==> config.mk <==
export PLATFORM = sky130hd
export DESIGN_NAME = csr_regs
export DESIGN_NICKNAME = d
export VERILOG_FILES = /design/src/hdl/fetch_pkg.sv /design/src/hdl/csr_regs.sv
export SDC_FILE = /design/constraint.sdc
export NUM_CORES = 1
export LEC_CHECK = 0
export ABC_CLOCK_PERIOD_IN_PS = 1000
export BUFFER_PORTS_ARGS = -buffer_cell sky130_fd_sc_hd__buf_2
export CORE_MARGIN = 3
export CORE_UTILIZATION = 40
export DETAILED_ROUTE_END_ITERATION = 8
export PLACE_DENSITY = 0.83
export SLEW_MARGIN = 40
export SYNTH_ARGS = -nofsm -noshare
export SYNTH_HDL_FRONTEND = slang
export SYNTH_SLANG_ARGS = --single-unit
==> constraint.sdc <==
create_clock -name clock -period 1 [get_ports clock]
set_clock_uncertainty 0.05 [all_clocks]
set_input_delay 0.1 -clock clock [delete_from_list [all_inputs] [get_ports clock]]
set_output_delay 0.1 -clock clock [all_outputs]
set_load 0.02 [all_outputs]
==> src/hdl/fetch_pkg.sv <==
package fetch_pkg;

  typedef logic [31:0] addr_t;
  typedef logic [31:0] word_t;
  typedef logic [63:0] pair_t;

  localparam addr_t reset_pc = 32'h0000_0000;

  // Size of the instruction memory in 32-bit words.
  localparam int imem_words = 1024;

  typedef enum logic [1:0] {
    idle,
    busy,
    ctrl,
    inv
  } fetch_state_t;

  typedef struct packed {
    logic  valid;
    logic  spec;
    logic  fence;
    addr_t addr;
  } imem_req_t;

  typedef struct packed {
    logic  ready;
    pair_t rdata;
  } imem_rsp_t;

  // Resolved branch coming back from the backend with the prediction it was fetched under.
  typedef struct packed {
    logic  valid;
    addr_t pc;
    addr_t target;
    logic  taken;
    logic  pred_taken;
    addr_t pred_target;
  } btac_upd_t;

  typedef struct packed {
    logic  pred_branch;
    addr_t pred_pc;
    addr_t pred_baddr;
    logic  pred_miss;
    addr_t pred_maddr;
  } btac_out_t;

  typedef struct packed {
    logic  trap;
    logic  mret;
    addr_t mtvec;
    addr_t mepc;
  } csr_out_t;

  typedef struct packed {
    logic  ready;
    addr_t pc;
    pair_t rdata;
    logic  taken;
    addr_t taddr;
    addr_t tpc;
  } fetch_out_t;

endpackage

==> src/hdl/csr_regs.sv <==
`timescale 1ns/100ps

module csr_regs (
  input  logic                clock,
  input  logic                reset,
  input  logic                csr_we,
  input  logic                csr_sel,
  input  fetch_pkg::addr_t    csr_wdata,
  input  logic                trap,
  input  logic                mret,
  input  fetch_pkg::addr_t    fetch_pc,
  output fetch_pkg::csr_out_t csr_out
);

  fetch_pkg::addr_t mtvec;
  fetch_pkg::addr_t mepc;

  always_ff @(posedge clock) begin
    if (!reset) begin
      mtvec <= '0;
    end else if (csr_we && !csr_sel) begin
      mtvec <= csr_wdata;
    end
  end

  // The trap return address takes precedence over a config write.
  always_ff @(posedge clock) begin
    if (!reset) begin
      mepc <= '0;
    end else if (trap) begin
      mepc <= fetch_pc;
    end else if (csr_we && csr_sel) begin
      mepc <= csr_wdata;
    end
  end

  always_comb begin
    csr_out.trap  = trap;
    csr_out.mret  = mret;
    csr_out.mtvec = mtvec;
    csr_out.mepc  = mepc;
  end

endmodule

After elaboration in Yosys (flattened, before gate mapping)

Index checks and enable logic that the tools add are counted.

Add/subtract/negate cells: 0
$mul: 0
Div/mod/pow operators: 0
$lt $le $gt $ge: 0
Eq/ne operators: 0
Shift-type cells: 0
Muxes and demuxes: 2
Bitwise operators: 0
Reduce and logical (&&, ||, !) cells: 4

Operator list:

| kind              | number |
|---|---|
| $mux 32           | 2 |
| $logic_and 1x1->1 | 2 |
| $reduce_bool 2->1 | 1 |
| $logic_not 1->1   | 1 |

Register bits: 64
Latch bits: 0
Bits in writable memories: 0
ROM bits: 0
Input port bits: 70
Output and inout bits: 66
Word-level logic and storage cells: 8
Memories: 0

Depth between registers and ports, before layout

Word-level depth: 3
Gate-level depth with buffers: 5
Depth with buffers taken out: 3

Worst setup path after synthesis

No wires, ideal clock.

Kind: input-to-reg
From: input trap
To: register mepc[28]
Setup time: 74 ps
Arrival time: 685 ps
Required time: 876 ps
Setup slack: 191 ps
Cell stages on the path: 4
Buffers on the path: 1
Cells stage by stage: inv_2 > clkbuf_1 > o21ai_0 > a31oi_1

Cells in the longest elaborated chain, start to end: 1
Elaborated cells on any way between the ends: 2
Classes of those cells: 1 x mux; 1 x reduce/logical

Ends and longest elaborated chain:

| what                                                | RTL line       | text |
|---|---|---|
| start, declared                                     | csr_regs.sv:9  | `input logic trap,` |
| $mux 32 / $reduce_bool 2->1 (equally long branches) | -              |  |
| end signal, assigned                                | csr_regs.sv:31 | `mepc <= fetch_pc;` |
| end signal, assigned                                | csr_regs.sv:33 | `mepc <= csr_wdata;` |
| end, declared                                       | csr_regs.sv:16 | `fetch_pkg::addr_t mepc;` |

Parallel ways exist; a longest one is shown, timed or not.
A chain may end at the register's enable or synchronous reset.

Worst setup path after layout

From: register mtvec[5]
To: output csr_out[37] in the netlist's numbering

RTL lines:

| what                   | RTL line       | text |
|---|---|---|
| start, declared        | csr_regs.sv:15 | `fetch_pkg::addr_t mtvec;` |
| start signal, assigned | csr_regs.sv:22 | `mtvec <= csr_wdata;` |
| end, declared          | csr_regs.sv:12 | `output fetch_pkg::csr_out_t csr_out` |

No word-level cell between the ends.

==> reports/metrics.yaml <==
status: "finished clean"
path_cells: "buf_2"
numCtsBuffers: 9
drc: 0
power_leakage_nw: 1.809
switching_power_mw: 1.652
yosysWarnings: 0
place_ws_ns: 0.001037
ys_top_cells_by_count: "nand2_1, dfxtp_1, a31oi_1"
min_period_ns: 0.9722
postCtsSetupBuffers: 0
grt_busiest_layer: "met2"
layout.nets: 550
hold_violations: 0
dieArea_mm2: 0.007382
worstSetupEndpointType: "output port"
num_io_pins: 136
die_w_um: 85.92
path_clk_slew_ns: 0.07
setup_viol: 0
grt_antenna_before_repair: 0
start_kind: "flop"
drive_gt1_share_pct: 37.11
grt_pass1_vias: 2801
met2_usage_pct: 37.98
use_met3_pct: 4.419
track_usage_pct: 20.59
first_iter_violations: 113
clk_path_buf_depth: 2
p_int_mw: 4.717
gp_congestion: 0.8105
insertion_delay_ns: 0.31
crit_buf_inv: 1
cts_tree: "built"
synthToLayoutAreaGrowth_pct: 57.25
async_reset_ff_share_pct: 0
cpPeakStageDelay_ns: 0.33
worstPathMaxFanout: 2
worstMarginPinSlew_ns: 0.1990
grt-ovfl-total: 0
syn_inst: 322
cp_top_family: "flip-flops"
powerDensity_mw_per_mm2: 1585
ant_nets: 0
vdd_ir_drop_max_mv: 1.154
cts_root_buffer: "clkbuf_8"
postLayoutSetupSlackWorst_ns: 0.02777
hold_class: "in -> reg"
synth_flop_cell: "dfxtp_1"
avgViaCountPerCell: 5.043
max_freq_mhz: 1029
antenna_cells: 0
post-route-period-util_pct: 97.22
synth_seq_cells: 64
netlist_area_mm2: 0.002555
syn_nets: 392
netlist.top_cell.by_area: "dfxtp_1"
grt_max_degree: 37
p_seq_share_pct: 44.0
p_comb_share_pct: 18.2
whs_ns: 0.01562
cp_data_arrival_time_ns: 0.82
timing.slew.headroom_pct: 86.59
maxSlewViolCount: 0
dr.pass1.iters: 4
coreArea_mm2: 0.006061
syn_area_per_cell_um2: 7.935
dp_hpwl_um: 5201
use_met1_pct: 22.35
vias: 2824
yosysMostFrequentCell: "nand2_1"
initial_core_util_pct: 42.16
grt_pass1_wl_um: 12210
clock_power_share_pct: 37.8
cts_max_level: 3
wl_per_cell_um: 14.36
ys_types: 15
yosys-top-cells-area: "dfxtp_1, nand2_1, a21boi_1, a31oi_1, o21ai_0"
io_buffer_count: 133
yosys.area.top_type_share_pct: 50.15
cts.sinks: 64
critPathKind: "reg -> out"
slowest_stage: "dfxtp_1"
synth_edf_count: 0
die_h_um: 85.92
wl_um: 8040
max_cap_violations: 0
critPathRequiredTime_ns: 0.85
std_cell_rows: 28
yosysSeqAreaShare_pct: 50.15
swShare_pct: 25.93
-- cells in the final DEF, fill, tap and decap left out --
| cell | synthesis | final |
|---|---|---|
| a21boi_0 | 2 | 2 |
| a21boi_1 | 30 | 30 |
| a31oi_1 | 32 | 32 |
| and2_1 | 1 | 1 |
| buf_12 | 0 | 7 |
| buf_2 | 7 | 81 |
| buf_4 | 7 | 55 |
| bufinv_16 | 0 | 2 |
| clkbuf_8 | 0 | 10 |
| clkinv_2 | 0 | 3 |
| clkinvlp_4 | 0 | 1 |
| dfxtp_1 | 64 | 45 |
| dfxtp_2 | 0 | 19 |
| dlygate4sd3_1 | 0 | 33 |
| inv_2 | 1 | 1 |
| nand2_1 | 129 | 129 |
| nand2b_1 | 1 | 1 |
| nor2b_2 | 0 | 1 |
| o21ai_0 | 27 | 27 |
| o21ai_1 | 5 | 5 |
-- cell type report --
| cell class | instances | area (µm²) |
|---|---|---|
| multi-input cells | 228 | 1106 |
| fillers | 495 | 2043 |
| clock inverters | 6 | 82.58 |
| repair buffers | 176 | 1289 |
| inverters | 1 | 3.754 |
| well taps | 75 | 93.84 |
| flip-flops and latches | 64 | 1305 |
| clock buffers | 10 | 137.6 |
-- layer usage --
layer	part of all wire (%)	wire [µm]
met1	39	3098
met2	53	4296
met3	6.2	495
met4	1.9	150
met5	0	0
-- registers in the layout (all words and copies together), names as in the netlist --
register and flops:
mepc 32, mtvec 32
-- per-stage QoR --
stage	area [µm²]	utilization [%]	total power, mW	TNS [ns]	std cells
final	4018	66.29	6.369	0	560
after global routing	4018	66.29	6.628	-0.01188	560
after CTS	3884	64.08	6.349	0	560
after detailed placement	3313	54.67	3.818	0	511
after global placement	3313	54.67	3.790	0	511
after floorplan	2555	-	3.395	0	322
-- worst paths after layout --
check | start | endpoint | slack (ns) | depth (start not counted)
setup / recovery | mtvec[5] | csr_out[37] | 0.03 | 1
hold / removal | fetch_pc[23] | mepc[23] | 0.02 | 3
setup reg to reg | mepc[26] | mepc[26] | 0.29 | 2
hold reg to reg | mtvec[29] | mtvec[29] | 0.40 | 2
-- cells by family (layout without fill, tap and decap cells) --
group,after synthesis,in the layout,synth area share [%]
and+or+nand+nor,132,132,19.69
AOI/OAI and AO/OA,96,96,23.51
DFF,64,64,50.15
buffers and inverters,30,193,6.660
-- power groups by stage --
stage | clock network, mW | registers [mW] | logic (mW)
2_1_floorplan | 0 | 3.03 | 0.369
3_3_place_gp | 0 | 2.83 | 0.957
4_1_cts | 2.48 | 2.78 | 1.09
3_5_place_dp | 0 | 2.84 | 0.979
6_report | 2.41 | 2.80 | 1.16
5_1_grt | 2.56 | 2.82 | 1.25
-- what timing repair did --
| action | CTS | global route |
|---|---|---|
| endpoints found under the hold margin | 61 | 0 |
| resized for setup | 8 | 63 |
| setup endpoints to repair | 8 | 51 |
| hold buffers | 33 | 0 |
| pin swaps | 0 | 0 |
Power figures use the tool's default switching activity.
