[config.mk]
export PLATFORM = sky130hd
export DESIGN_NAME = btac
export DESIGN_NICKNAME = d
export VERILOG_FILES = /design/src/hdl/fetch_pkg.sv /design/src/hdl/btac.sv
export SDC_FILE = /design/constraint.sdc
export NUM_CORES = 1
export LEC_CHECK = 0
export ABC_CLOCK_PERIOD_IN_PS = 8100
export BUFFER_PORTS_ARGS = -buffer_cell sky130_fd_sc_hd__clkbuf_2
export CAP_MARGIN = 40
export CORE_MARGIN = 4
export CORE_UTILIZATION = 65
export CTS_BUF_LIST = sky130_fd_sc_hd__clkbuf_16
export DETAILED_ROUTE_END_ITERATION = 7
export PLACE_DENSITY_LB_ADDON = 0.12
export SLEW_MARGIN = 10
export SYNTH_ARGS = -nofsm -noshare
export SYNTH_HDL_FRONTEND = slang
export SYNTH_SLANG_ARGS = --single-unit
[constraint.sdc]
create_clock -name clock -period 8.1 [get_ports clock]
set_clock_uncertainty 0.1 [all_clocks]
set_input_delay 1.62 -clock clock [delete_from_list [all_inputs] [get_ports clock]]
set_output_delay 1.62 -clock clock [all_outputs]
set_load 0.1 [all_outputs]
[src/hdl/fetch_pkg.sv]
package fetch_pkg;

  typedef logic [31:0] addr_t;
  typedef logic [31:0] word_t;
  typedef logic [63:0] pair_t;

  localparam addr_t reset_pc = 32'h0000_0000;

  // Size of the instruction memory in 32-bit words.
  localparam int imem_words = 1024;

  typedef enum logic [1:0] {
    idle,
    busy,
    ctrl,
    inv
  } fetch_state_t;

  typedef struct packed {
    logic  valid;
    logic  spec;
    logic  fence;
    addr_t addr;
  } imem_req_t;

  typedef struct packed {
    logic  ready;
    pair_t rdata;
  } imem_rsp_t;

  // Resolved branch coming back from the backend with the prediction it was fetched under.
  typedef struct packed {
    logic  valid;
    addr_t pc;
    addr_t target;
    logic  taken;
    logic  pred_taken;
    addr_t pred_target;
  } btac_upd_t;

  typedef struct packed {
    logic  pred_branch;
    addr_t pred_pc;
    addr_t pred_baddr;
    logic  pred_miss;
    addr_t pred_maddr;
  } btac_out_t;

  typedef struct packed {
    logic  trap;
    logic  mret;
    addr_t mtvec;
    addr_t mepc;
  } csr_out_t;

  typedef struct packed {
    logic  ready;
    addr_t pc;
    pair_t rdata;
    logic  taken;
    addr_t taddr;
    addr_t tpc;
  } fetch_out_t;

endpackage

[src/hdl/btac.sv]
`timescale 1ns/100ps

module btac #(
  parameter int BTAC_ENTRIES = 16
) (
  input  logic                 clock,
  input  logic                 reset,
  input  fetch_pkg::addr_t     lookup_pc,
  input  fetch_pkg::btac_upd_t upd,
  output fetch_pkg::btac_out_t btac_out
);

  localparam int IW = $clog2(BTAC_ENTRIES);
  localparam int TW = 32 - 3 - IW;

  typedef logic [IW-1:0] index_t;
  typedef logic [TW-1:0] tag_t;

  logic [BTAC_ENTRIES-1:0] valid;
  tag_t                    tag    [BTAC_ENTRIES];
  logic                    slot   [BTAC_ENTRIES];
  fetch_pkg::addr_t        target [BTAC_ENTRIES];

  index_t rd_index;
  index_t wr_index;
  logic   hit;

  // A line covers one fetch pair; the slot bit records which word holds the branch.
  assign rd_index = lookup_pc[3 +: IW];
  assign wr_index = upd.pc[3 +: IW];
  assign hit      = valid[rd_index] && (tag[rd_index] == lookup_pc[31 -: TW]);

  always_comb begin
    btac_out.pred_branch = hit;
    btac_out.pred_pc     = {tag[rd_index], rd_index, slot[rd_index], 2'b00};
    btac_out.pred_baddr  = target[rd_index];

    btac_out.pred_miss = upd.valid &&
                         ((upd.taken != upd.pred_taken) ||
                          (upd.taken && (upd.target != upd.pred_target)));

    btac_out.pred_maddr = upd.taken ? upd.target : upd.pc + 32'd4;
  end

  always_ff @(posedge clock) begin
    if (!reset) begin
      valid <= '0;
    end else if (upd.valid) begin
      valid[wr_index] <= upd.taken;
    end
  end

  always_ff @(posedge clock) begin
    if (upd.valid && upd.taken) begin
      tag[wr_index]    <= upd.pc[31 -: TW];
      slot[wr_index]   <= upd.pc[2];
      target[wr_index] <= upd.target;
    end
  end

endmodule

Word-level counts from Yosys, hierarchy flattened
Memory sizes are Yosys's and may differ from the RTL's.
Index checks and enable logic that the tools add are counted.
{ "classes": {"add_sub_neg": 1, "n_eq_ne": 3, "mux": 8, "reduce_logical": 6, "n_lt_le_gt_ge": 3} }
{ "ops": {"columns": ["op", "n"], "rows": [
  ["$add 32x3->32 const B", 1],
  ["$mux 32", 1],
  ["$ne 32x32->1", 1],
  ["$eq 25x25->1", 1],
  ["$bwmux 16", 1],
  ["$lt 4x5->1 const B", 2],
  ["$logic_and 1x1->1", 5],
  ["$bmux 1 s4", 1],
  ["$demux 1 s4", 1],
  ["$ge 4x1->1 const B", 1],
  ["$mux 1", 4],
  ["$logic_or 1x1->1", 1],
  ["$ne 1x1->1", 1]
]} }
{ "totals": {"out_inout_bits": 98, "word_cells": 25, "ram_bits": 928, "n_memories": 3, "input_bits": 133, "ff_bits": 16} }
{ "mem_list": {"columns": ["memory", "words", "word_bits", "rd", "rd_clocked_by_memory_dff", "write_ports", "line_no", "text"], "rows": [
  ["target", 16, 32, 1, 0, 1, "btac.sv:22", "fetch_pkg::addr_t target [BTAC_ENTRIES];"],
  ["tag", 16, 25, 1, 0, 1, "btac.sv:20", "tag_t tag [BTAC_ENTRIES];"],
  ["slot", 16, 1, 1, 0, 1, "btac.sv:21", "logic slot [BTAC_ENTRIES];"]
]} }

Depth between registers and ports, before layout
{ "depth": {"depth_word": 5, "ltp_mapped": 13, "ltp_nobuf": 8} }

Least setup slack after synthesis
Ideal clock, no wire load.
{ "synth_path": {"path_type": "input port to output port", "startpoint": "in lookup_pc[4]", "endpoint": "out btac_out[97] (netlist name)", "arrival_time_ps": 5752, "n_path_buf": 5, "t_required_ps": 6380, "cell_stages": 12, "path_slack_ps": 628, "path_cell_list": "buf_4 -> buf_6 -> buf_4 -> buf_4 -> mux2i_1 -> nand2_1 -> o21ai_0 -> o31ai_1 -> xor2_1 -> nor4b_1 -> and4_1 -> buf_4"} }
{ "synth_lines": {"columns": ["element", "line_no", "text"], "rows": [
  ["start: declaration", "btac.sv:8", "input fetch_pkg::addr_t lookup_pc,"],
  ["end: declaration", "btac.sv:10", "output fetch_pkg::btac_out_t btac_out"]
]} }

==> results.py <==
metrics = {
    "routing": {
        "firstDrtPassIters": 5,
        "routed_via_density": 6.80,
        "wl_per_cell_um": 32.4,
        "drc": 0,
        "drt_iter0_drc": 2567,
        "ant_nets": 0,
        "vias": 20031,
        "drt-total-wl_um": 95600,
    },
    "placement": {
        "gp_congestion": 0.936,
        "hpwlAfterDp_um": 53800,
        "portBuffers": 225,
        "dp_cells": 2781,
    },
    "yosys": {
        "synth_flop_cell": "edfxtp_1",
        "synth_edf_count": 928,
        "yosys-top-cells-area": "edfxtp_1 (73%), mux4_2 (14%), mux2i_1 (1.7%), xnor2_1 (1.2%), dfxtp_1 (0.84%)",
        "synthesis.area_um2": 38000,
        "yosysWarnings": 0,
        "synthCells": 1834,
        "yosysTopAreaCell": "edfxtp_1",
        "synth_fa_ha_area_frac": 0.000330,
        "seq_area_frac_synth": 0.742,
        "synth_top_area_frac": 0.734,
        "synthArstFlopShare": 0,
        "ys_ff_latch": 944,
        "avgSynthCellArea_um2": 20.7,
        "yosysMostFrequentCell": "edfxtp_1",
        "synth-compound-area-share": 0.0278,
        "synthSimpleGateAreaFrac": 0.0287,
        "synthMuxAreaShare": 0.166,
        "netlist_top_cells_count": "edfxtp_1 (928), mux4_2 (232), nand2_1 (85)",
        "yosysUniqueCellTypes": 62,
        "synth_xor_area_frac": 0.0182,
        "synth_top_family_by_area": "multiplexers",
    },
    "floorplanning": {
        "dieHeight_um": 250,
        "top_level_ports": 231,
        "dieArea_um2": 62300,
        "initial_core_util": 0.657,
        "core_um2": 57800,
        "die_w_um": 250,
        "rows": 88,
    },
    "sta": {
        "fmax_ghz": 0.140,
        "tightest_slew_ps": 961,
        "maxSlewHeadroom": 0.359,
        "finalMaxSlewViolations": 0,
        "final.setup.tns_ps": 0,
        "fin_crit_sh": 0.881,
        "setup_viol": 0,
        "rsz0062_at_grt": "false",
        "period_needed_ps": 7130,
        "hold_violations": 0,
    },
    "layout": {
        "final_layout_size_suffix_gt1_frac": 0.309,
        "seqCellArea_um2": 28200,
        "layout.cells.non_filler": 2947,
        "nFillCells": 3206,
        "multi_input_area_um2": 9270,
        "finish.net_count": 2245,
        "area_growth_pct": 13.3,
        "post-route-util": 0.744,
    },
    "setup_path": {
        "rr_worst_depth": 3,
        "arrival_ps": 5410,
        "path_class": "input port to primary output",
        "slowest_delay_ps": 580,
        "start_kind": "input port",
        "crit_slowest_cell": "buf_8",
        "path_cells": "buf_8, buf_4, mux2_2, a221oi_1, o21a_1, o22ai_1, nor4_1, and4_1, clkbuf_2",
        "required_ps": 6380,
        "crit_buf_inv": 3,
        "path_max_fanout": 93,
        "end_kind": "primary output",
        "crit_family": "buffers and inverters",
        "crit_cells": 9,
    },
    "pwr": {
        "peakVddDrop_mv": 0.200,
        "power.density_nw_per_um2": 243,
        "p_leak_nw": 14.2,
    },
    "clock_network": {
        "cts_root_buffer": "clkbuf_16",
        "cts.sinks": 944,
        "cts_resized": 0,
        "cts_buffers": 92,
        "cts_hold_buffers": 0,
        "path_clk_slew_ps": 60,
        "clockBufferDepth": 3,
        "cts_tree": "built",
        "h-tree-depth": 3,
        "postCtsSetupBuffers": 0,
        "clk_latency_ps": 640,
    },
    "global_route": {
        "grt_use_total": 0.309,
        "gr-total-overflow": 0,
        "grt_pass1_wl_um": 139000,
        "grt_pass1_vias": 20182,
        "grt_max_degree": 97,
        "antenna_found_initial": 4,
    },
    "hold_path": {
        "hp-class": "flop to flop",
        "hold_depth": 2,
    },
    "job": {
        "max_cap_viol_count": 0,
    },
    "status": {
        "outcome": "complete, no violations",
    },
}
==> power by group <==
group          internal [W]  switching [W]
registers           0.00542      0.0000144
clock network       0.00227        0.00172
logic              0.000266       0.000750
total               0.00795        0.00249
==> stage by stage <==
step                instance area (um2)  setup slack, ps  hold WS [ps]  total power (W)
floorplan                         38000              628           424          0.00625
detailed placement                40200             1130           442          0.00655
finish                            43000              966           456           0.0104
global route                      43000              850           483           0.0108
global placement                  40000             1140           432          0.00653
CTS                               43000              983           456           0.0105
==> routing by layer <==
metal	vias up	global-route usage	routed length [um]
li1	8165	-	-
met1	10445	0.448	35700
met2	1242	0.494	46900
met3	173	0.0665	10200
met4	6	0.0843	2620
met5	-	0	36
==> sequential cells by signal, summed over array words and instances (netlist names) <==
name and flops:
slot 16, tag 400, target 512, valid 16
==> cell families after synthesis <==
kind of cell    after synthesis
simple gates                223
fa+ha+maj                     1
mux                         322
buf+inv                     108
other cells                   1
compound gates              156
xor+xnor                     79
flops                       944
==> final timing paths <==
path / endpoint / slack (ps) / startpoint
max: btac_out[97] / 970 / lookup_pc[4]
max reg2reg: valid[0] / 7250 / valid[0]
min reg2reg: valid[9] / 460 / valid[9]
min: valid[9] / 460 / valid[9]
==> cell usage in the layout (no fill, tap or decap), types with 16 or more instances in the layout <==
master / count
clkbuf_16: 95
clkbuf_2: 222
o21a_1: 32
buf_4: 47
a22oi_1: 20
nor2_1: 28
nand4_1: 19
edfxtp_1: 928
mux4_2: 232
inv_1: 28
nand2_1: 85
mux2i_1: 66
xor2_1: 29
o21ai_0: 46
xnor2_1: 50
clkinv_1: 22
clkinv_2: 19
dfxtp_1: 16
nor2_4: 16
==> worst register-to-register path, stage by stage, from the launching register on <==
cell and delay, ps:
dfxtp_1 320, o21ai_0 60, o21ai_0 90, and2_1 160
==> layout make-up <==
type                            count  area share
Inverter                            9    0.000844
Clock buffer                       95      0.0553
Tap cell                          765      0.0223
Antenna cell                        1   0.0000582
Timing Repair Buffer              281      0.0404
Clock inverter                     69     0.00984
Multi-Input combinational cell    783       0.216
Sequential cell                   944       0.656
(Power assumes the default switching activity.)
