<file path="config.mk">
export PLATFORM = sky130hd
export DESIGN_NAME = fetch_stage
export DESIGN_NICKNAME = d
export VERILOG_FILES = /design/src/hdl/fetch_pkg.sv /design/src/hdl/fetch_stage.sv
export SDC_FILE = /design/constraint.sdc
export NUM_CORES = 1
export LEC_CHECK = 0
export BUFFER_PORTS_ARGS = -buffer_cell sky130_fd_sc_hd__buf_2
export CAP_MARGIN = 0
export CORE_AREA = 2 2 190 192
export DETAILED_ROUTE_END_ITERATION = 10
export DIE_AREA = 0 0 192 194
export PLACE_DENSITY = 0.5
export SYNTH_ARGS = -nofsm -noshare
export SYNTH_HDL_FRONTEND = slang
export SYNTH_SLANG_ARGS = --single-unit
</file>
<file path="constraint.sdc">
create_clock -name clock -period 2.8 [get_ports clock]
set_input_delay 0.14 -clock clock [delete_from_list [all_inputs] [get_ports clock]]
set_output_delay 0.14 -clock clock [all_outputs]
set_load 0.005 [all_outputs]
</file>
<file path="src/hdl/fetch_pkg.sv">
package fetch_pkg;

  typedef logic [31:0] addr_t;
  typedef logic [31:0] word_t;
  typedef logic [63:0] pair_t;

  localparam addr_t reset_pc = 32'h0000_0000;

  // Size of the instruction memory in 32-bit words.
  localparam int imem_words = 1024;

  typedef enum logic [1:0] {
    idle,
    busy,
    ctrl,
    inv
  } fetch_state_t;

  typedef struct packed {
    logic  valid;
    logic  spec;
    logic  fence;
    addr_t addr;
  } imem_req_t;

  typedef struct packed {
    logic  ready;
    pair_t rdata;
  } imem_rsp_t;

  // Resolved branch coming back from the backend with the prediction it was fetched under.
  typedef struct packed {
    logic  valid;
    addr_t pc;
    addr_t target;
    logic  taken;
    logic  pred_taken;
    addr_t pred_target;
  } btac_upd_t;

  typedef struct packed {
    logic  pred_branch;
    addr_t pred_pc;
    addr_t pred_baddr;
    logic  pred_miss;
    addr_t pred_maddr;
  } btac_out_t;

  typedef struct packed {
    logic  trap;
    logic  mret;
    addr_t mtvec;
    addr_t mepc;
  } csr_out_t;

  typedef struct packed {
    logic  ready;
    addr_t pc;
    pair_t rdata;
    logic  taken;
    addr_t taddr;
    addr_t tpc;
  } fetch_out_t;

endpackage

</file>
<file path="src/hdl/fetch_stage.sv">
`timescale 1ns/100ps

module fetch_stage (
  input  logic                  clock,
  input  logic                  reset,
  input  fetch_pkg::csr_out_t   csr_out,
  input  fetch_pkg::btac_out_t  btac_out,
  input  logic                  fence,
  input  fetch_pkg::addr_t      fence_npc,
  input  fetch_pkg::imem_rsp_t  imem_rsp,
  output fetch_pkg::imem_req_t  imem_req,
  output fetch_pkg::addr_t      fetch_pc,
  output fetch_pkg::fetch_out_t fetch_out
);

  fetch_pkg::fetch_state_t state;
  fetch_pkg::fetch_state_t state_nxt;
  fetch_pkg::addr_t        pc;
  fetch_pkg::addr_t        pc_nxt;
  fetch_pkg::fetch_out_t   out_q;
  fetch_pkg::fetch_out_t   out_nxt;

  logic stall;
  logic ready;
  logic valid;
  logic spec;
  logic fence_req;

  always_comb begin
    state_nxt = state;
    pc_nxt    = pc;
    valid     = 1'b0;
    spec      = 1'b0;
    fence_req = 1'b0;
    ready     = imem_rsp.ready;

    // The PC may only step forward in the cycle its own response comes back.
    stall = (state != fetch_pkg::busy) || !imem_rsp.ready;

    out_nxt       = '0;
    out_nxt.pc    = pc;
    out_nxt.rdata = imem_rsp.rdata;

    if (csr_out.trap) begin
      spec   = 1'b1;
      pc_nxt = csr_out.mtvec;
    end else if (csr_out.mret) begin
      spec   = 1'b1;
      pc_nxt = csr_out.mepc;
    end else if (btac_out.pred_miss) begin
      spec   = 1'b1;
      pc_nxt = btac_out.pred_maddr;
    end else if (fence) begin
      fence_req = 1'b1;
      pc_nxt    = fence_npc;
    end else if (btac_out.pred_branch && !stall) begin
      spec          = 1'b1;
      pc_nxt        = btac_out.pred_baddr;
      out_nxt.taken = 1'b1;
      out_nxt.taddr = btac_out.pred_baddr;
      out_nxt.tpc   = btac_out.pred_pc;
    end else if (!stall) begin
      pc_nxt = pc + 32'd8;
    end

    case (state)
      fetch_pkg::idle: begin
        state_nxt = fetch_pkg::busy;
        valid     = 1'b1;
      end
      fetch_pkg::busy: begin
        if (ready) begin
          valid = 1'b1;
        end else if (spec) begin
          state_nxt = fetch_pkg::ctrl;
        end else if (fence_req) begin
          state_nxt = fetch_pkg::inv;
        end
      end
      fetch_pkg::ctrl: begin
        // The response arriving here belongs to the aborted read.
        if (ready) begin
          state_nxt = fetch_pkg::busy;
          valid     = 1'b1;
        end
        ready = 1'b0;
      end
      fetch_pkg::inv: begin
        if (ready) begin
          state_nxt = fetch_pkg::busy;
          valid     = 1'b1;
          fence_req = 1'b1;
        end
        ready = 1'b0;
      end
      default: begin
        state_nxt = fetch_pkg::idle;
      end
    endcase

    out_nxt.ready = ready;

    imem_req.valid = valid;
    imem_req.spec  = spec;
    imem_req.fence = fence_req;
    imem_req.addr  = pc_nxt;
  end

  always_ff @(posedge clock) begin
    if (!reset) begin
      state <= fetch_pkg::idle;
      pc    <= fetch_pkg::reset_pc;
      out_q <= '0;
    end else begin
      state <= state_nxt;
      pc    <= pc_nxt;
      out_q <= out_nxt;
    end
  end

  assign fetch_pc  = pc;
  assign fetch_out = out_q;

endmodule

</file>
### Word level (Yosys, flattened, before mapping)

Index checks and enable logic that the tools add are counted.

| word-level totals | value |
|---|---|
| bits in registers | 196 |
| bits of input ports | 264 |
| output and inout bits | 229 |
| word-level logic and storage cells | 54 |

| cells by class | value |
|---|---|
| add/sub/neg operators | 1 |
| eq/ne operators | 7 |
| multiplexer cells | 25 |
| bitwise operators | 2 |
| reductions and logical operators | 11 |

Operator list:

| cell | count |
|---|---|
| 2-to-1 mux 32 bit | 6 |
| 2-to-1 mux 65 bit | 1 |
| adder 32 x 4 -> 32 bit, second input constant | 1 |
| 2-to-1 mux 1 bit | 12 |
| 2-to-1 mux 2 bit | 4 |
| case mux 2 bit (3 select lines) | 1 |
| OR reduction 3 bit | 2 |
| OR reduction 6 bit | 1 |
| OR reduction 5 bit | 1 |
| equality test 2 bit, second input constant | 2 |
| != test 2 x 1 -> 1 bit, second input constant | 2 |
| != test 3 bit, second input constant | 1 |
| AND reduction 3 bit | 1 |
| equality test 2 x 1 -> 1 bit, second input constant | 1 |
| logical NOT 1 bit | 2 |
| logical NOT 2 bit | 1 |
| != test 2 bit, second input constant | 1 |
| inverter 1 bit | 2 |
| case mux 1 bit (2 select lines) | 1 |
| OR reduction 2 bit | 1 |
| logical AND 1 bit | 1 |
| logical OR 1 bit | 1 |

### Longest topological paths before layout

Gate-level depths: netlist (run 1).

| logic depth | value |
|---|---|
| depth in word-level cells | 12 |
| mapped depth | 8 |
| mapped depth without buffers | 6 |

### Worst setup path after synthesis (run 1)

No wires, ideal clock.

| path | value |
|---|---|
| path type | flip-flop to output port |
| from | register pc[3] (netlist: fetch_pc[3]) |
| to | output port imem_req[19] (netlist name) |
| data arrival time | 2080 ps |
| data required time | 2660 ps |
| path slack | 580 ps |
| cell stages (with the launch flop) | 8 |
| buffers on the path | 1 |
| path through | dfxtp_1 > ha_1 > nand3_1 > or4_1 > buf_2 > or3_1 > a211o_1 > nand2_1 |

RTL lines:

| what | RTL line | source |
|---|---|---|
| start, declared | fetch_stage.sv:18 | `fetch_pkg::addr_t pc;` |
| start signal, assigned | fetch_stage.sv:112 | `pc <= fetch_pkg::reset_pc;` |
| start signal, assigned | fetch_stage.sv:116 | `pc <= pc_nxt;` |
| end, declared | fetch_stage.sv:11 | `output fetch_pkg::imem_req_t imem_req,` |

==> results of run 1 <==
==> sequential cells by signal (all words and copies together) (netlist names) <==
register / cells
fetch_out: 162
fetch_pc: 32
state: 2
==> power by group through the flow <==
stage               Clock (uW)  Sequential (uW)  Combinational, uW
finish                    2510             2990               1060
detailed placement           0             3040                916
global placement             0             3040                919
floorplan                    0             3040                344
CTS                       2600             2980               1070
global route              2690             3000               1160
==> critical path, cell delays in order (launching register included) <==
cell and delay, ns:
dfxtp_2 0.41, nand4_4 0.16, or4_4 0.62, or3_1 0.37, a211o_1 0.32, nand2_1 0.09
buf_2 0.12
==> how the worst min path moves through the flow <==
stage	end	startpoint	cells after the start	slack (ns)
2_1_floorplan	fetch_out[0]	btac_out[65]	1	0.26
3_3_place_gp	fetch_out[4]	btac_out[69]	2	0.34
3_5_place_dp	fetch_out[2]	btac_out[67]	2	0.34
4_1_cts	fetch_pc[10]	csr_out[42]	3	0.006
5_1_grt	fetch_pc[10]	csr_out[42]	3	0.02
6_report	fetch_pc[7]	csr_out[39]	3	0.03
==> layout by cell type (no fill, tap or decap), drive strengths merged, types with 4 or more instances in the layout <==
cell,n
a211oi,9
a21oi,39
a221o,20
a22oi,5
a311o,4
a31oi,9
and2,161
buf,537
clkbuf,21
dfxtp,196
dlygate4sd3,136
inv,22
mux2i,4
nand2,44
nand2b,9
nand3,11
nand4,11
nor2,36
nor3,12
nor4,15
o211ai,4
o21a,4
o21ai,30
o21bai,4
o22ai,13
o31a,12
o31ai,11
or2,7
or3,12
or4,5
==> layer usage <==
| layer | global-route usage [%] | vias to the layer above |
|---|---|---|
| li1 | - | 4095 |
| met1 | 22.8 | 3935 |
| met2 | 36.6 | 363 |
| met3 | 5.74 | 45 |
| met4 | 6.28 | 6 |
| met5 | 0 | - |
==> layout make-up <==
class                      count  share of cell area (%)
clock inverter                11                   0.900
tap                          461                    4.51
sequential                   196                    30.9
clock buffer                  21                    3.68
multi-input combinational    532                    26.8
timing repair buffer         673                    32.8
antenna                        1                  0.0196
inverter                      16                   0.470
==> cell families (layout without fill, tap and decap cells) <==
| kind of cell | count (synthesis) | in the layout | synth area share [%] |
|---|---|---|---|
| xor+xnor | 4 | 4 | 0.461 |
| compound gates | 190 | 190 | 17.7 |
| fa+ha+maj | 1 | 1 | 0.164 |
| simple gates | 332 | 332 | 25.1 |
| mux | 5 | 5 | 0.674 |
| buf+inv | 75 | 721 | 4.39 |
| other cells | 0 | 1 | 0 |
| flops | 196 | 196 | 51.6 |
==> cells in the mapped netlist (4+ instances only) <==
master / number
a311o_1: 4
nor3_1: 11
or2_2: 7
mux2i_1: 4
a221o_1: 20
nand2b_1: 9
a22oi_1: 5
buf_6: 4
a31oi_1: 9
clkbuf_1: 45
a21oi_1: 38
o21a_1: 4
or4_1: 5
a211oi_1: 9
buf_2: 5
o22ai_1: 13
o31ai_1: 11
nand4_1: 10
and2_1: 160
dfxtp_1: 196
nor2_1: 36
nand3_1: 11
o31a_1: 9
nor4_1: 15
o211ai_1: 4
o21ai_0: 30
o21bai_1: 4
inv_1: 16
nand2_1: 44
or3_1: 11
==> through the flow <==
stage / utilization, % / TNS [ns] / cell area (um^2)
after floorplan: - / 0 / 7610
after global placement: 30.4 / 0 / 10700
after global routing: 36.3 / -0.00790 / 12800
final: 36.3 / 0 / 12800
after CTS: 36.1 / 0 / 12700
after detailed placement: 30.4 / 0 / 10700
==> repair_timing <==
| action | in CTS | in global routing |
|---|---|---|
| gates resized for setup | 12 | 20 |
| gates cloned | 0 | 0 |
| pin swaps | 2 | 3 |
| hold buffers | 136 | 0 |
| setup buffers | 3 | 1 |
| endpoints found under the setup margin | 11 | 18 |
| endpoints found under the hold margin | 137 | 0 |
==> results.cfg, run 1 <==
[outcome]
outcome = finished clean

[clock_network]
clk_pin_slew_ns = 0.07
tritoncts = done
clock_latency_ns = 0.46
cts_made_buffers = 17
cts.sinks = 196
h-tree-depth = 4
cts_root_buffer = clkbuf_16
clockBufferDepth = 2

[logic_synthesis]
ys_ff_latch = 196
yosysWarnings = 0
synth_area_um2 = 7610
avgSynthCellArea_um2 = 9.48
synth.top_cell.area_share_pct = 51.6
synth-edff-count = 0
syn-num-nets = 1068
yosysTopAreaCell = dfxtp_1
synth-seq-area-share_pct = 51.6
synth_area_leaders = dfxtp_1, and2_1, a221o_1
synthArstFlopShare_pct = 0
synth_ff_type = dfxtp_1
synth_cells = 803
synth_cell_type_count = 66

[drt]
drt-initial-drc-count = 340
route.detailed.drc = 0
drt-pass1-iter-count = 5
wl_met2_mm = 19.6
vias_per_cell = 4.42
wl_per_cell_um = 20.2
wl_mm = 38.7
met3_length_mm = 2.76
wl_met1_mm = 15.4
highest_layer = met5
antenna_left = 0
vias = 8444

[worst_setup_path]
rr_worst_depth = 6
cp_max_fo = 8
crit_end = imem_req[19]
r2r_slack_ns = 0.62
start_kind = flop
r2r_end = fetch_pc[16]
cp.arrival_ns = 2.54
required_ns = 2.66
r2r-start = state[1]
crit_start = fetch_pc[8]
critical_path_class = reg2out
endpoint_kind = output port

[floorplan]
ios = 493
die_h_um = 194
coreArea_um2 = 35200
start_util_pct = 21.6
die_area_um2 = 37200
die_w_um = 192
row_count = 69

[cells_and_area]
synthToLayoutAreaGrowth_pct = 68.1
final_nets = 1701
drive_gt1_share_pct = 42.4
stdcell_count = 1911
regArea_um2 = 3950
multi_input_area_um2 = 3420
fillCellCount = 3627

[power]
total_power_uw = 6550
p_int_uw = 4780
ir_drop_uv = 429
swShare_pct = 27.1
cellLeakagePower_uw = 0.00604
switchingPower_uw = 1780
power.density_nw_per_um2 = 513
power_frac_comb_pct = 16.2
pwr-share-clk_pct = 38.2
seqPwrFrac_pct = 45.6

[placement]
dp_cells = 1738
port-buffer-count = 492
place_congestion = 0.815
place_ws_ns = 0.251
hpwl_mm = 29.9

[run]
drv_cap = 0

[sta]
hold_slack_ns = 0.0304
timing.final.crit_share_pct = 95.7
worstMarginPinSlew_ns = 0.696
setup_ws_ns = 0.120
skew_ns = 0.0154
finalSetupViolCount = 0
max_freq_mhz = 373
rsz0062_at_grt = yes
relSlewSlack_pct = 53.3
finalMaxSlewViolations = 0
hold_violations = 0
min_period_ns = 2.68

[grt]
grt_pass1_vias = 8611
grtUsageTotal_pct = 20.2
grt_pass1_wl_mm = 54.6
grt_overflow_total = 0
grt_max_degree = 77
antenna_found_initial = 4

[worst_hold_path]
min-delay-path-class = in2reg
(Power assumes the default switching activity.)
==> run 2: changes to the inputs <==
--- a/config.mk
+++ b/config.mk
@@ -7,10 +7,10 @@
 export LEC_CHECK = 0
 export BUFFER_PORTS_ARGS = -buffer_cell sky130_fd_sc_hd__buf_2
 export CAP_MARGIN = 0
-export CORE_AREA = 2 2 190 192
+export CORE_AREA = 2 2 192 194
 export DETAILED_ROUTE_END_ITERATION = 10
-export DIE_AREA = 0 0 192 194
-export PLACE_DENSITY = 0.5
+export DIE_AREA = 0 0 194 196
+export PLACE_DENSITY = 0.49
 export SYNTH_ARGS = -nofsm -noshare
 export SYNTH_HDL_FRONTEND = slang
 export SYNTH_SLANG_ARGS = --single-unit
==> constraint.sdc (replaced) <==
create_clock -name clock -period 3.25 [get_ports clock]
set_input_delay 0.1625 -clock clock [delete_from_list [all_inputs] [get_ports clock]]
set_output_delay 0.1625 -clock clock [all_outputs]
set_load 0.005 [all_outputs]
==> run 2 against run 1 <==
  * Combinational power fell by 16%
  * Global-route usage fell by 0.37 points
  * Register-to-register slack improved by 0.28 ns
  * Routed wire length rose by 0.53%
  * Clock skew fell by 0.0046 ns
  * Sequential power fell by 14%
  * Final cell count fell by 0.58%
  * Via count fell by 0.23%
  * First-iteration DRC count rose by 7.1%
  * Clock power fell by 10%
  * Critical path type unchanged
  * Critical endpoint is now imem_req[20]
  * Largest power group unchanged
==> results.cfg, run 2 (synthesis results as in run 1) <==
[floorplan]
die_h_um = 196
die_w_um = 194
ios = 493
coreArea_um2 = 36100
start_util_pct = 21.1
die_area_um2 = 38000
row_count = 70

[placement]
port-buffer-count = 492
hpwl_mm = 30.7
place_congestion = 0.812
place_ws_ns = 0.404

[sta]
hold_violations = 0
min_period_ns = 3.09
hold_slack_ns = 0.0416
relSlewSlack_pct = 27.4
rsz0062_at_grt = no
skew_ns = 0.0108
timing.final.crit_share_pct = 95.1
setup_ws_ns = 0.160
worstMarginPinSlew_ns = 1.08
setup_tns_ns = 0
finalSetupViolCount = 0
max_freq_mhz = 324
finalMaxSlewViolations = 0

[cells_and_area]
drive_gt1_share_pct = 40.1
synthToLayoutAreaGrowth_pct = 65.3
fillCellCount = 3747
largest_register_ff_count = 162
regArea_um2 = 3920
layout_common_cells = buf_2, dfxtp_1, and2_1
final_util_pct = 34.9
multi_input_area_um2 = 3370
final_nets = 1679
layout_commonest_cell = buf_2

[grt]
grt_max_degree = 68
antenna_found_initial = 10
grt_pass1_vias = 8412
grtUsageTotal_pct = 19.9
grt_overflow_total = 0
grt_pass1_wl_mm = 55.3

[clock_network]
clk_pin_slew_ns = 0.08
post_cts_buffers = 0
clock_latency_ns = 0.45
cts.sinks = 196
h-tree-depth = 4
tritoncts = done
clockBufferDepth = 2
cts_root_buffer = clkbuf_16
cts_made_buffers = 17

[drt]
wl_met2_mm = 19.4
met3_length_mm = 2.57
antenna_left = 0
wl_per_cell_um = 20.5
highest_layer = met5
route.detailed.drc = 0
wl_met1_mm = 15.9
wl_mm = 38.9
drt-pass1-iter-count = 4
vias = 8425
drt-initial-drc-count = 364
vias_per_cell = 4.43

[power]
switchingPower_uw = 1590
pwr-share-clk_pct = 39.5
swShare_pct = 27.8
ir_drop_uv = 368
power_frac_comb_pct = 15.6
cellLeakagePower_uw = 0.00593
seqPwrFrac_pct = 45.0
total_power_uw = 5720
power.density_nw_per_um2 = 455
p_int_uw = 4130

[worst_setup_path]
r2r-start = fetch_pc[3]
crit_chain = nand4_1 -> or4_4 -> nor3_1 -> and4b_1 -> o21ai_1 -> buf_2
start_kind = flop
r2r_end = fetch_pc[16]
cp_slowest_stage_delay_ns = 0.63
slowest_stage = or4_4
crit_end = imem_req[20]
cp.arrival_ns = 2.93
r2r_slack_ns = 0.90
endpoint_kind = output port
crit_start = fetch_pc[3]
required_ns = 3.09
cp_max_fo = 9
critical_path_class = reg2out
rr_worst_depth = 5

[worst_hold_path]
holdPathStages = 3
min-delay-path-class = in2reg

[outcome]
outcome = finished clean

[run]
drv_cap = 0
-- run 2: critical path, delay by kind of cell, from the launching register on --
family / cells / cell delay [ns]
buffers and inverters: 1 / 0.20
AO/OA/AOI/OAI: 1 / 0.36
flip-flops: 1 / 0.46
AND/OR/NAND/NOR: 4 / 1.45
-- run 2: repair_timing --
action / 4_1_cts / 5_1_grt
endpoints found under the setup margin: 1 / 3
hold buffers: 133 / 0
gates resized for setup: 1 / 2
hold endpoints to repair: 134 / 0
-- run 2: power groups by stage --
stage,logic (uW),clock network [uW],registers (uW)
after global placement,769,0,2630
after CTS,901,2330,2570
final,890,2260,2570
after floorplan,296,0,2620
after detailed placement,770,0,2630
after global routing,969,2420,2580
-- run 2: per-layer routing --
| metal | global-route usage [%] | up-vias |
|---|---|---|
| li1 | - | 4052 |
| met1 | 22.9 | 3952 |
| met2 | 35.1 | 361 |
| met3 | 5.60 | 56 |
| met4 | 7.10 | 4 |
| met5 | 0 | - |
-- run 2: how the worst min path moves through the flow --
stage	startpoint	endpoint	slack [ns]
finish	csr_out[42]	fetch_pc[10]	0.04
global route	btac_out[61]	fetch_out[60]	0.03
detailed placement	btac_out[72]	fetch_out[7]	0.36
floorplan	btac_out[65]	fetch_out[0]	0.28
global placement	btac_out[66]	fetch_out[1]	0.36
CTS	csr_out[42]	fetch_pc[10]	0.008
-- run 2: area by class of cell --
type                       count  area share (%)
antenna                        5          0.0995
clock buffer                  17            3.38
clock inverter                15            1.55
inverter                      16           0.478
multi-input combinational    532            26.8
sequential                   196            31.2
tap                          468            4.66
timing repair buffer         651            31.8
-- run 2: metrics by stage --
step / cell area [um^2] / instances
finish: 12600 / 1900
global route: 12600 / 1899
CTS: 12600 / 1895
detailed placement: 10600 / 1730
global placement: 10600 / 1730
floorplan: 7610 / 803
==> run 3: changes to the inputs <==
--- a/config.mk
+++ b/config.mk
@@ -7,10 +7,10 @@
 export LEC_CHECK = 0
 export BUFFER_PORTS_ARGS = -buffer_cell sky130_fd_sc_hd__buf_2
 export CAP_MARGIN = 0
-export CORE_AREA = 2 2 192 194
+export CORE_AREA = 2 2 194 196
 export DETAILED_ROUTE_END_ITERATION = 10
-export DIE_AREA = 0 0 194 196
-export PLACE_DENSITY = 0.49
+export DIE_AREA = 0 0 196 198
+export PLACE_DENSITY = 0.48
 export SYNTH_ARGS = -nofsm -noshare
 export SYNTH_HDL_FRONTEND = slang
 export SYNTH_SLANG_ARGS = --single-unit
==> run 3 against run 2 <==
  * Largest cell class unchanged
  * Non-clock buffer count is 1 higher
  * Global-route usage is 0.11 points lower
  * Final cell count is 0.32% higher
==> results.cfg, run 3 (synthesis results as in run 1) <==
[placement]
port-buffer-count = 492
place_congestion = 0.801
hpwl_mm = 30.6

[clock_network]
tritoncts = done
cts.sinks = 196
h-tree-depth = 4
cts_root_buffer = clkbuf_16
clockBufferDepth = 2
cts_made_buffers = 17
clock_latency_ns = 0.47
clk_pin_slew_ns = 0.08

[drt]
vias_per_cell = 4.40
wl_mm = 39.7
drt-pass1-iter-count = 5
vias = 8384
drt-initial-drc-count = 310
wl_per_cell_um = 20.8
route.detailed.drc = 0
antenna_left = 0

[sta]
hold_slack_ns = 0.0223
min_period_ns = 3.06
max_freq_mhz = 327
relSlewSlack_pct = 48.0
finalMaxSlewViolations = 0
timing.final.crit_share_pct = 94.0
worstMarginPinSlew_ns = 0.781
hold_violations = 0
skew_ns = 0.0206
rsz0062_at_grt = no
setup_tns_ns = 0
finalSetupViolCount = 0

[floorplan]
start_util_pct = 20.6
die_h_um = 198
die_w_um = 196
ios = 493
row_count = 71
coreArea_um2 = 37000
die_area_um2 = 38800

[power]
cellLeakagePower_uw = 0.00593
ir_drop_uv = 385
power.density_nw_per_um2 = 454

[worst_setup_path]
cp_max_fo = 12
endpoint_kind = output port
required_ns = 3.09
cp.arrival_ns = 2.89
critical_path_class = reg2out
r2r-start = state[0]
r2r_slack_ns = 0.86
start_kind = flop
rr_worst_depth = 6
crit_end = imem_req[22]
r2r_end = fetch_pc[23]
crit_start = state[0]

[cells_and_area]
drive_gt1_share_pct = 39.9
synthToLayoutAreaGrowth_pct = 65.3
final_nets = 1680
fillCellCount = 3900
multi_input_area_um2 = 3370
largest_register_ff_count = 162
layout_commonest_cell = buf_2
regArea_um2 = 3920
layout_common_cells = buf_2, dfxtp_1, and2_1

[worst_hold_path]
min-delay-path-class = in2reg

[outcome]
outcome = finished clean

[grt]
antenna_found_initial = 8
grt_pass1_wl_mm = 54.8
grt_pass1_vias = 8431
grtUsageTotal_pct = 19.8
grt_max_degree = 91
grt_overflow_total = 0

[run]
drv_cap = 0
-- run 3: cell count changes in the layout (fill, tap and decap cells not counted), sizes merged --
cell	previous run	this run
clkinvlp	3	2
clkbuf	17	18
inv	21	20
clkinv	5	4
dlygate4sd3	133	134
bufinv	2	3
-- run 3: power by group --
part	internal (uW)	switching [uW]
clock	1220	1020
sequential	2500	76.7
combinational	457	436
-- run 3: layer usage --
metal	track usage (%)	share of wire [%]	vias to the layer above
met1	22.6	41	3925
li1	-	-	4051
met2	35.4	50	354
met4	7.41	2.8	4
met5	0	0.063	-
met3	5.14	6.0	50
-- run 3: timing repair --
action,in CTS,in global routing
setup endpoints to repair,1,3
gates resized for setup,1,1
hold buffers,134,0
hold endpoints to repair,134,0
pin swaps,0,2
setup buffers,0,2
-- run 3: layout make-up --
cell class	count	share of cell area, %
clock inverter	13	1.38
clock buffer	18	3.41
inverter	16	0.478
antenna	5	0.0995
timing repair buffer	652	31.9
tap	474	4.72
sequential	196	31.2
multi-input combinational	532	26.8
-- run 3: critical path: stages (launching register included) --
cell and delay, ns:
dfxtp_1 0.48, nand4b_1 0.52, nor2_2 0.40, buf_4 0.28, a21oi_1 0.09, o31ai_1 0.28
o21bai_1 0.20, buf_2 0.16
-- run 3: how the worst min path moves through the flow --
stage          slack [ns]    startpoint  depth (start not counted)            end
3_3_place_gp         0.36  btac_out[66]                          2   fetch_out[1]
4_1_cts            0.0009   csr_out[39]                          3    fetch_pc[7]
6_report             0.02   csr_out[39]                          3    fetch_pc[7]
5_1_grt              0.03  btac_out[41]                          3  fetch_out[40]
2_1_floorplan        0.28  btac_out[65]                          1   fetch_out[0]
3_5_place_dp         0.37  btac_out[86]                          2  fetch_out[21]
-- run 3: through the flow --
step	util, %	instance area [um^2]	std cells	power, uW	setup WS [ns]
after CTS	33.9	12500	1899	5800	0.0777
after floorplan	-	7610	803	2920	1.01
after detailed placement	28.7	10600	1734	3400	0.496
after global placement	28.7	10600	1734	3400	0.626
final	34.0	12600	1906	5710	0.195
after global routing	34.0	12600	1903	5960	0.00882
